**src/rtl/snes_load_pkg.sv**
```systemverilog
package snes_load_pkg;

  // header size code, rom or save ram, 1 KiB << code
  typedef logic [3:0] size_code_t;

  // cartridge address mask, 24-bit bus space
  typedef logic [23:0] addr_mask_t;

  // clear sweep address
  // sized for the largest cleared ram (wram, 128 KiB)
  typedef logic [16:0] fill_addr_t;

  // one byte of ram data
  typedef logic [7:0] mem_byte_t;

  // start-up fill pattern select
  typedef logic [1:0] fill_sel_t;

  // download / settle tracking
  typedef enum logic [1:0] {
    load_idle,
    load_active,
    load_settle
  } load_state_t;

  // cycles from download end to mask update
  // gives the header parser time to post its size codes
  localparam int SETTLE_CYCLES = 6;

  // settle counter width, counts SETTLE_CYCLES-1 down to 0
  localparam int SETTLE_W = $clog2(SETTLE_CYCLES);

  // size code 0 means 1 KiB
  localparam int MASK_BASE_SHIFT = 10;

  // quarter-rate divider width
  localparam int PHASE_W = 2;

endpackage

```
**src/rtl/load_sequencer.sv**
```systemverilog
`timescale 1ns/1ps

module load_sequencer (
  input  logic                    clk_sys,
  input  logic                    reset,
  input  logic                    cart_download,
  input  snes_load_pkg::size_code_t rom_size,
  input  snes_load_pkg::size_code_t ram_size,
  output logic                    load_start,
  output logic                    load_busy,
  output snes_load_pkg::addr_mask_t rom_mask,
  output snes_load_pkg::addr_mask_t ram_mask,
  output snes_load_pkg::size_code_t sram_size
);

  import snes_load_pkg::*;

  load_state_t         state;
  logic                download_q;
  logic [SETTLE_W-1:0] settle_cnt;

  // (1 KiB << code) - 1, wraps to all ones past the 24-bit space
  function automatic addr_mask_t size_to_mask(input size_code_t code);
    return (addr_mask_t'(1) << (MASK_BASE_SHIFT + int'(code))) - addr_mask_t'(1);
  endfunction

  // rising edge of the download level
  assign load_start = cart_download & ~download_q;

  // core held off from first download cycle until masks are valid
  assign load_busy = (state != load_idle);

  always_ff @(posedge clk_sys) begin
    if (!reset) begin
      state      <= load_idle;
      download_q <= 1'b0;
      settle_cnt <= '0;
      rom_mask   <= '0;
      ram_mask   <= '0;
      sram_size  <= '0;
    end else begin
      download_q <= cart_download;
      case (state)
        load_idle: begin
          if (cart_download) begin
            state <= load_active;
          end
        end
        load_active: begin
          // first low sample, start the settle countdown
          if (!cart_download) begin
            state      <= load_settle;
            settle_cnt <= SETTLE_W'(SETTLE_CYCLES - 1);
          end
        end
        load_settle: begin
          if (cart_download) begin
            // new download, drop this update
            state <= load_active;
          end else if (settle_cnt == '0) begin
            state     <= load_idle;
            rom_mask  <= size_to_mask(rom_size);
            // no save ram at all when code is zero
            ram_mask  <= (ram_size == '0) ? '0 : size_to_mask(ram_size);
            sram_size <= ram_size;
          end else begin
            settle_cnt <= settle_cnt - 1'b1;
          end
        end
        default: begin
          state <= load_idle;
        end
      endcase
    end
  end

endmodule

```
**src/rtl/ram_clear.sv**
```systemverilog
`timescale 1ns/1ps

module ram_clear (
  input  logic                     clk_sys,
  input  logic                     reset,
  input  logic                     load_start,
  input  snes_load_pkg::fill_sel_t wram_fill_sel,
  input  snes_load_pkg::fill_sel_t aram_fill_sel,
  output logic                     clearing,
  output snes_load_pkg::fill_addr_t fill_addr,
  output snes_load_pkg::mem_byte_t wram_fill_data,
  output snes_load_pkg::mem_byte_t aram_fill_data
);

  import snes_load_pkg::*;

  // fill bytes, chosen to mimic real console power-up contents
  localparam mem_byte_t PAT_STRIPE_HI = 8'h66;
  localparam mem_byte_t PAT_STRIPE_LO = 8'h99;
  localparam mem_byte_t PAT_ONES      = 8'hFF;
  localparam mem_byte_t PAT_ZEROS     = 8'h00;
  localparam mem_byte_t PAT_ALT       = 8'h55;

  logic [PHASE_W-1:0] phase;

  // pattern byte for one address, same rule for wram and aram
  function automatic mem_byte_t fill_byte(input fill_sel_t sel, input fill_addr_t addr);
    mem_byte_t data;
    case (sel)
      2'd0: data = (addr[8] ^ addr[2]) ? PAT_STRIPE_HI : PAT_STRIPE_LO;
      2'd1: data = (addr[9] ^ addr[0]) ? PAT_ONES : PAT_ZEROS;
      2'd2: data = PAT_ALT;
      default: data = PAT_ONES;
    endcase
    return data;
  endfunction

  assign wram_fill_data = fill_byte(wram_fill_sel, fill_addr);
  assign aram_fill_data = fill_byte(aram_fill_sel, fill_addr);

  // quarter rate, psram writes need the slack
  always_ff @(posedge clk_sys) begin
    if (!reset) begin
      phase <= '0;
    end else begin
      phase <= phase + 1'b1;
    end
  end

  always_ff @(posedge clk_sys) begin
    if (!reset) begin
      clearing  <= 1'b0;
      fill_addr <= '0;
    end else if (load_start) begin
      // a fresh download always restarts the sweep from the bottom
      clearing  <= 1'b1;
      fill_addr <= '0;
    end else if (clearing) begin
      if (&fill_addr) begin
        // top address written, sweep done
        clearing  <= 1'b0;
        fill_addr <= '0;
      end else if (phase == '0) begin
        fill_addr <= fill_addr + 1'b1;
      end
    end else begin
      fill_addr <= '0;
    end
  end

endmodule

```
**src/rtl/core_reset_gen.sv**
```systemverilog
`timescale 1ns/1ps

module core_reset_gen (
  input  logic clk_sys,
  input  logic reset,
  input  logic hold,
  output logic core_reset_n,
  output logic refresh
);

  import snes_load_pkg::*;

  // free-running four-phase divider
  logic [PHASE_W-1:0] div;

  always_ff @(posedge clk_sys) begin
    if (!reset) begin
      div          <= '0;
      refresh      <= 1'b0;
      core_reset_n <= 1'b0;
    end else begin
      div <= div + 1'b1;
      // one refresh slot per divider turn
      refresh <= (div == '0);
      // core reset only moves at phase two
      // keeps the release aligned to the memory slots
      if (div == PHASE_W'(2)) begin
        core_reset_n <= ~hold;
      end
    end
  end

endmodule

```
**src/rtl/snes_load_top.sv**
```systemverilog
`timescale 1ns/1ps

module snes_load_top (
  input  logic                      clk_sys,
  input  logic                      reset,
  input  logic                      cart_download,
  input  logic                      core_reset_req,
  input  snes_load_pkg::size_code_t rom_size,
  input  snes_load_pkg::size_code_t ram_size,
  input  snes_load_pkg::fill_sel_t  wram_fill_sel,
  input  snes_load_pkg::fill_sel_t  aram_fill_sel,
  output snes_load_pkg::addr_mask_t rom_mask,
  output snes_load_pkg::addr_mask_t ram_mask,
  output snes_load_pkg::size_code_t sram_size,
  output logic                      clearing,
  output snes_load_pkg::fill_addr_t fill_addr,
  output snes_load_pkg::mem_byte_t  wram_fill_data,
  output snes_load_pkg::mem_byte_t  aram_fill_data,
  output logic                      core_reset_n,
  output logic                      refresh
);

  logic load_start;
  logic load_busy;
  logic core_hold;

  // anything still loading or clearing keeps the core in reset
  assign core_hold = core_reset_req | load_busy | clearing;

  load_sequencer u_load (
    .clk_sys       (clk_sys),
    .reset         (reset),
    .cart_download (cart_download),
    .rom_size      (rom_size),
    .ram_size      (ram_size),
    .load_start    (load_start),
    .load_busy     (load_busy),
    .rom_mask      (rom_mask),
    .ram_mask      (ram_mask),
    .sram_size     (sram_size)
  );

  ram_clear u_clear (
    .clk_sys        (clk_sys),
    .reset          (reset),
    .load_start     (load_start),
    .wram_fill_sel  (wram_fill_sel),
    .aram_fill_sel  (aram_fill_sel),
    .clearing       (clearing),
    .fill_addr      (fill_addr),
    .wram_fill_data (wram_fill_data),
    .aram_fill_data (aram_fill_data)
  );

  core_reset_gen u_rst (
    .clk_sys      (clk_sys),
    .reset        (reset),
    .hold         (core_hold),
    .core_reset_n (core_reset_n),
    .refresh      (refresh)
  );

endmodule

```
**config.mk**
```make
export PLATFORM = sky130hd
export DESIGN_NAME = snes_load_top
export DESIGN_NICKNAME = d
export VERILOG_FILES = /design/src/rtl/snes_load_pkg.sv /design/src/rtl/load_sequencer.sv /design/src/rtl/ram_clear.sv /design/src/rtl/core_reset_gen.sv /design/src/rtl/snes_load_top.sv
export SDC_FILE = /design/constraint.sdc
export NUM_CORES = 1
export LEC_CHECK = 0
export ABC_AREA = 1
export BUFFER_PORTS_ARGS = -buffer_cell sky130_fd_sc_hd__buf_2
export CORE_ASPECT_RATIO = 1.75
export CORE_MARGIN = 5
export CORE_UTILIZATION = 58
export CTS_CLUSTER_SIZE = 16
export DETAILED_ROUTE_END_ITERATION = 12
export PLACE_DENSITY = 0.85
export SKIP_LAST_GASP = 1
export SLEW_MARGIN = 10
export SYNTH_ARGS = -nofsm -noshare
export SYNTH_HDL_FRONTEND = slang
export SYNTH_SLANG_ARGS = --single-unit
```
**constraint.sdc**
```tcl
create_clock -name clk_sys -period 5.4 [get_ports clk_sys]
set_input_delay 1.08 -clock clk_sys [delete_from_list [all_inputs] [get_ports clk_sys]]
set_output_delay 1.08 -clock clk_sys [all_outputs]
set_load 0.02 [all_outputs]
```
## After elaboration in Yosys (flattened, before gate mapping)

Cells that the tools add are included.

| operators by class | value |
|---|---|
| $add $sub $neg | 8 |
| equal/unequal tests | 12 |
| shift operators | 2 |
| mux-type cells | 17 |
| bitwise operators | 10 |
| reduce and logical (&&, ||, !) cells | 14 |

Operator list:

| cell | count |
|---|---|
| $shl 1x32->24 const A | 2 |
| $pmux 8 s3 | 2 |
| $sub 24x1->24 const B | 2 |
| $mux 24 | 1 |
| $add 17x1->17 const B | 1 |
| $reduce_and 17->1 | 1 |
| $mux 8 | 2 |
| $add 4x4->5 const A | 2 |
| $logic_not 2->1 | 5 |
| $mux 3 | 3 |
| $eq 2x2->1 const B | 4 |
| $mux 2 | 4 |
| $ne 2x2->1 const B | 4 |
| $eq 2x1->1 const B | 3 |
| $pmux 2 s3 | 1 |
| $pmux 3 s2 | 1 |
| $reduce_and 3->1 | 2 |
| $not 1->1 | 5 |
| $add 2x1->2 const B | 2 |
| $logic_not 4->1 | 1 |
| $reduce_and 4->1 | 1 |
| $reduce_bool 2->1 | 2 |
| $reduce_or 4->1 | 1 |
| $logic_not 3->1 | 1 |
| 6 further kinds | 10 |

| storage, ports and cells | value |
|---|---|
| register bits after elaboration | 82 |
| input bits | 16 |
| word-level logic and storage cells | 75 |

## Depth between registers and ports, before layout

| depth | value |
|---|---|
| depth after elaboration | 4 |
| gate-level depth with buffers | 17 |
| gate-level depth less buffers | 16 |

## By module

From an unflattened synthesis, not the netlist that was laid out.

| unflattened totals | value |
|---|---|
| cells, all modules | 680 |
| area total of the unflattened synthesis | 4704.5 µm² |

By module, submodules not included:

| module | instances | cells each | area an instance (µm²) |
|---|---|---|---|
| load_sequencer | 1 | 471 | 3298.2 |
| ram_clear | 1 | 188 | 1244.9 |
| core_reset_gen | 1 | 18 | 150.1 |
| snes_load_top | 1 | 3 | 11.3 |

## Worst setup path before layout

OpenSTA, ideal clock, no wires.

| path | value |
|---|---|
| path kind | input to register |
| from | input port rom_size[1] |
| to | register u_load.rom_mask[12] |
| setup time | 0.113 ns |
| arrival time | 2.766 ns |
| path slack | 2.521 ns |
| stages | 13 |
| cells stage by stage | ha_1 -> buf_2 -> nor3_1 -> inv_1 -> nor2_1 -> inv_1 -> ha_1 -> nand2_1 -> inv_1 -> nand2_1 -> o21ai_0 -> o21ai_1 -> inv_1 |

| between the ends | value |
|---|---|
| longest elaborated chain between the ends | 3 |

Ends and longest elaborated chain:

| element | RTL line | RTL |
|---|---|---|
| from (decl) | snes_load_top.sv:8 | `input snes_load_pkg::size_code_t rom_size,` |
| $add 4x4->5 | load_sequencer.sv:24 | `return (addr_mask_t'(1) << (MASK_BASE_SHIFT + int'(code))) - addr_mask_t'(1);` |
| $shl 1x32->24 | load_sequencer.sv:24 |  |
| $sub 24x1->24 | load_sequencer.sv:24 |  |
| to (signal assigned) | load_sequencer.sv:62 | `rom_mask <= size_to_mask(rom_size);` |
| to (decl) | load_sequencer.sv:11 | `output snes_load_pkg::addr_mask_t rom_mask,` |

Every way passes these cells.
A chain may end at the register's enable or synchronous reset.

## Worst setup path after layout

| path | value |
|---|---|
| from | input port cart_download |
| to | register u_load.ram_mask[6] |

| between the ends | value |
|---|---|
| longest elaborated chain between the ends | 2 |

Ends and longest elaborated chain:

| element | RTL line | RTL |
|---|---|---|
| from (decl) | snes_load_top.sv:6 | `input logic cart_download,` |
| $not 1->1 (no line) | n/a |  |
| $reduce_and 3->1 (no line) | n/a |  |
| to (signal assigned) | load_sequencer.sv:64 | `ram_mask <= (ram_size == '0) ? '0 : size_to_mask(ram_size);` |
| to (decl) | load_sequencer.sv:12 | `output snes_load_pkg::addr_mask_t ram_mask,` |

Every way passes these cells.

==> summary.txt <==
Setup path
  – Reg2reg setup slack: 2.59 ns
  – CP endpoint kind: register
  – CP startpoint kind: input pin
  – CP startpoint: cart_download
  – Slowest CP cell: nor2_1
  – Worst reg2reg path depth: 10
  – RR Endpoint: u_load.ram_mask[6]
  – CP Capture Point: u_load.ram_mask[6]
  – Worst path cell trace: buf_2 > nor3_2 > nand2_1 > buf_4 > nor2_1 > a21boi_0 > o21ai_0 > a21oi_1
  – Crit path buf inv count: 2
  – WP data required: 5.64 ns
  – Crit path DAT: 3.51 ns
  – WS Path Type: input pin to register
  – Top Family by Delay on Critical Path: simple AND/OR/NAND/NOR gates
  – CP max stage delay: 0.68 ns
  – RR Startpoint: u_load.settle_cnt[0]
  – Crit. path cell count: 8
  – Crit Path Max Fanout: 22

Synth
  – Net count of the mapped netlist: 663
  – Compound-Gate Fraction of Synth Area: 16.7%
  – Sequential cell area fraction in the yosys report: 37.5%
  – Cells after Synth: 636
  – Ys async rst share: 0%
  – Synth warnings: 0
  – Synth cell types: 46
  – XOR/XNOR Fraction of Synth Area: 1.40%
  – Top post-synthesis cells by area: dfxtp_1 38%, nand2_1 11%, nand3_1 7.1%, a21oi_1 6.9%, inv_1 5.9%
  – Average cell area after synthesis: 6.88 um2
  – Top cell type's share of synthesized area: 37.5%
  – Mapped cell area: 0.00437 mm2
  – Simple-gate share of the synthesized area: 31.0%
  – Synth Area in Adders: 3.15%
  – #FFs+latches synth: 82
  – Main combinational cell family by area after synthesis: simple AND/OR/NAND/NOR gates
  – EDFF count, synth: 0
  – Cell taking the most area after synthesis: dfxtp_1
  – Main flop type after synthesis: dfxtp_1
  – Post-synthesis mux area share: 0%

Floorplanning
  – Initial Util: 58.6%
  – Die Footprint: 0.00944 mm2
  – Die height: 125 um
  – Cell Rows: 42
  – Core Box Area: 0.00746 mm2
  – Die width: 75.6 um
  – Ports: 104

Power and ir drop
  – LEAKAGE: 2.51 nW
  – Cell area power density: 285 mW/mm2
  – Total power: 0.00147 W
  – Peak VDD IR: 217 uV

Routing
  – Total Wirelength: 11.6 mm
  – Via Count: 4,625
  – Via density: 5.67
  – Detailed-route wire length per cell: 14.2 um
  – Drc violations: 0
  – DR pass1 iterations: 5
  – Routed Antenna Nets: 0
  – Iter 0 DRT Violations: 280

GRT
  – Aggregate global-route resource usage: 25.2%
  – Number of global-route vias before repair: 4,493
  – Total grt overflow: 0
  – Largest net degree at the start of global routing: 43
  – Initial antenna violation count: 0
  – First-pass GRT wire length: 19.0 mm

Finish
  – Finished Cell Area: 0.00517 mm2
  – Filler cell count in the final layout: 654
  – Ratio of cells with drive above 1 in the final layout: 20.6%
  – Post-Layout Cell Count: 816
  – # diodes: 0
  – Total Nets Final: 750
  – Most common cell after layout, fill and taps aside: nand2_1
  – Most frequent cells in the layout: 128 x nand2_1, 103 x buf_2, 82 x dfxtp_1
  – Area grow syn2layout: 18.3%

CTS
  – Hold-fix buffers, CTS: 0
  – Worst skew pair latency: 0.34 ns
  – Post-CTS Setup Inserts: 0
  – Clk slew on worst S/H paths: 0.06 ns
  – Post_cts resized: 0
  – TritonCTS clock tree: yes
  – Clock tree buffer depth: 2
  – H-tree depth: 3
  – CTS Buf Count: 9
  – Root Driver: clkbuf_16
  – Sink Count: 82

Timing
  – Skew final: 0.00592 ns
  – Minimum clock period after layout: 3.27 ns
  – Hold Violations, Final: 0
  – Post-route setup TNS: 0 ns
  – Fin Hold WS: 0.416 ns
  – Unrepaired setup endpoints after global routing: false
  – Final period util: 60.5%
  – Worst Tran Pin Value: 1.05 ns
  – Count of pins over their slew limit: 0
  – Maximum clock frequency: 306 MHz
  – Setup violators final: 0
  – Slew margin rel.: 29.7%

Placement
  – Inst Count DP: 800
  – DP Area: 0.00485 mm2
  – Port buffer count: 103
  – Detailed Place HPWL: 8.85 mm
  – Placer Congestion: 0.974

Worst hold path
  – Hold crit path type: register to register

Job
  – Max Cap Violations: 0

Run status
  – Status: completed
## area by class of cell
type | instances | area, um2 | share of cell area (%)
multi-input combinational | 448 | 2280 | 44.1
sequential | 82 | 1640 | 31.7
timing repair buffer | 105 | 531 | 10.3
inverter | 77 | 289 | 5.59
clock buffer | 12 | 246 | 4.76
tap | 88 | 110 | 2.13
clock inverter | 4 | 75.1 | 1.45
## logic make-up (layout without fill, tap and decap cells)
group	after synthesis	after routing
AOI/OAI and AO/OA	128	128
xor gates and xnor gates	7	7
adders and majority gates	11	11
buffers and inverters	106	198
DFF	82	82
and+or+nand+nor	302	302
## cell usage after synthesis, drive strengths merged, types with 5 or more instances
master	number
clkbuf	10
ha	11
inv	76
buf	19
a21oi	64
nand3	62
a31oi	5
o21ai	42
dfxtp	82
nand4	12
nor2	71
nand2	135
nor3	13
## worst reg2reg max path: stages, from the launching register on
cell and delay (ns):
dfxtp_1 0.29, inv_1 0.10, ha_1 0.16, nand2_1 0.08, inv_1 0.06, nand2_1 0.43
buf_4 0.40, nor2_1 0.69, a21boi_0 0.27, o21ai_0 0.12, a21oi_1 0.12
## flip-flops by register name (all words and copies together), names as in the netlist
signal and cells:
u_clear.phase 2, u_rst.refresh 1, u_load.rom_mask 24, u_load.ram_mask 24, u_load.state 2, u_rst.core_reset_n 1, u_load.sram_size 4, u_clear.fill_addr 17
u_rst.div 2, u_load.download_q 1, u_load.settle_cnt 3, u_clear.clearing 1
## power breakdown
| part | internal, W | switching (W) |
|---|---|---|
| logic | 0.0000574 | 0.000136 |
| registers | 0.000618 | 0.00000709 |
| clock network | 0.000418 | 0.000238 |
## metal layers
layer	wire [um]	GRT usage [%]
met5	0	0
met4	475	13.3
met1	4040	24.9
met3	777	5.57
met2	6280	46.0
## per-stage QoR
stage	utilization, %	worst slack, ns
4_1_cts	69.3	2.15
3_3_place_gp	65.0	1.96
5_1_grt	69.3	1.84
6_report	69.3	2.13
3_5_place_dp	65.0	1.79
2_1_floorplan	-	2.52
## worst min-delay path by stage
stage                     startpoint          endpoint  slack (ns)  cells after the start
detailed placement  u_clear.phase[0]  u_clear.phase[0]        0.41                      1
finish              u_clear.phase[0]  u_clear.phase[0]        0.42                      1
CTS                 u_clear.phase[0]  u_clear.phase[0]        0.42                      1
global route        u_clear.phase[0]  u_clear.phase[0]        0.44                      1
floorplan           u_clear.phase[0]  u_clear.phase[0]        0.39                      1
global placement    u_clear.phase[0]  u_clear.phase[0]        0.40                      1
Note: power is estimated with default switching activity, not from simulation.
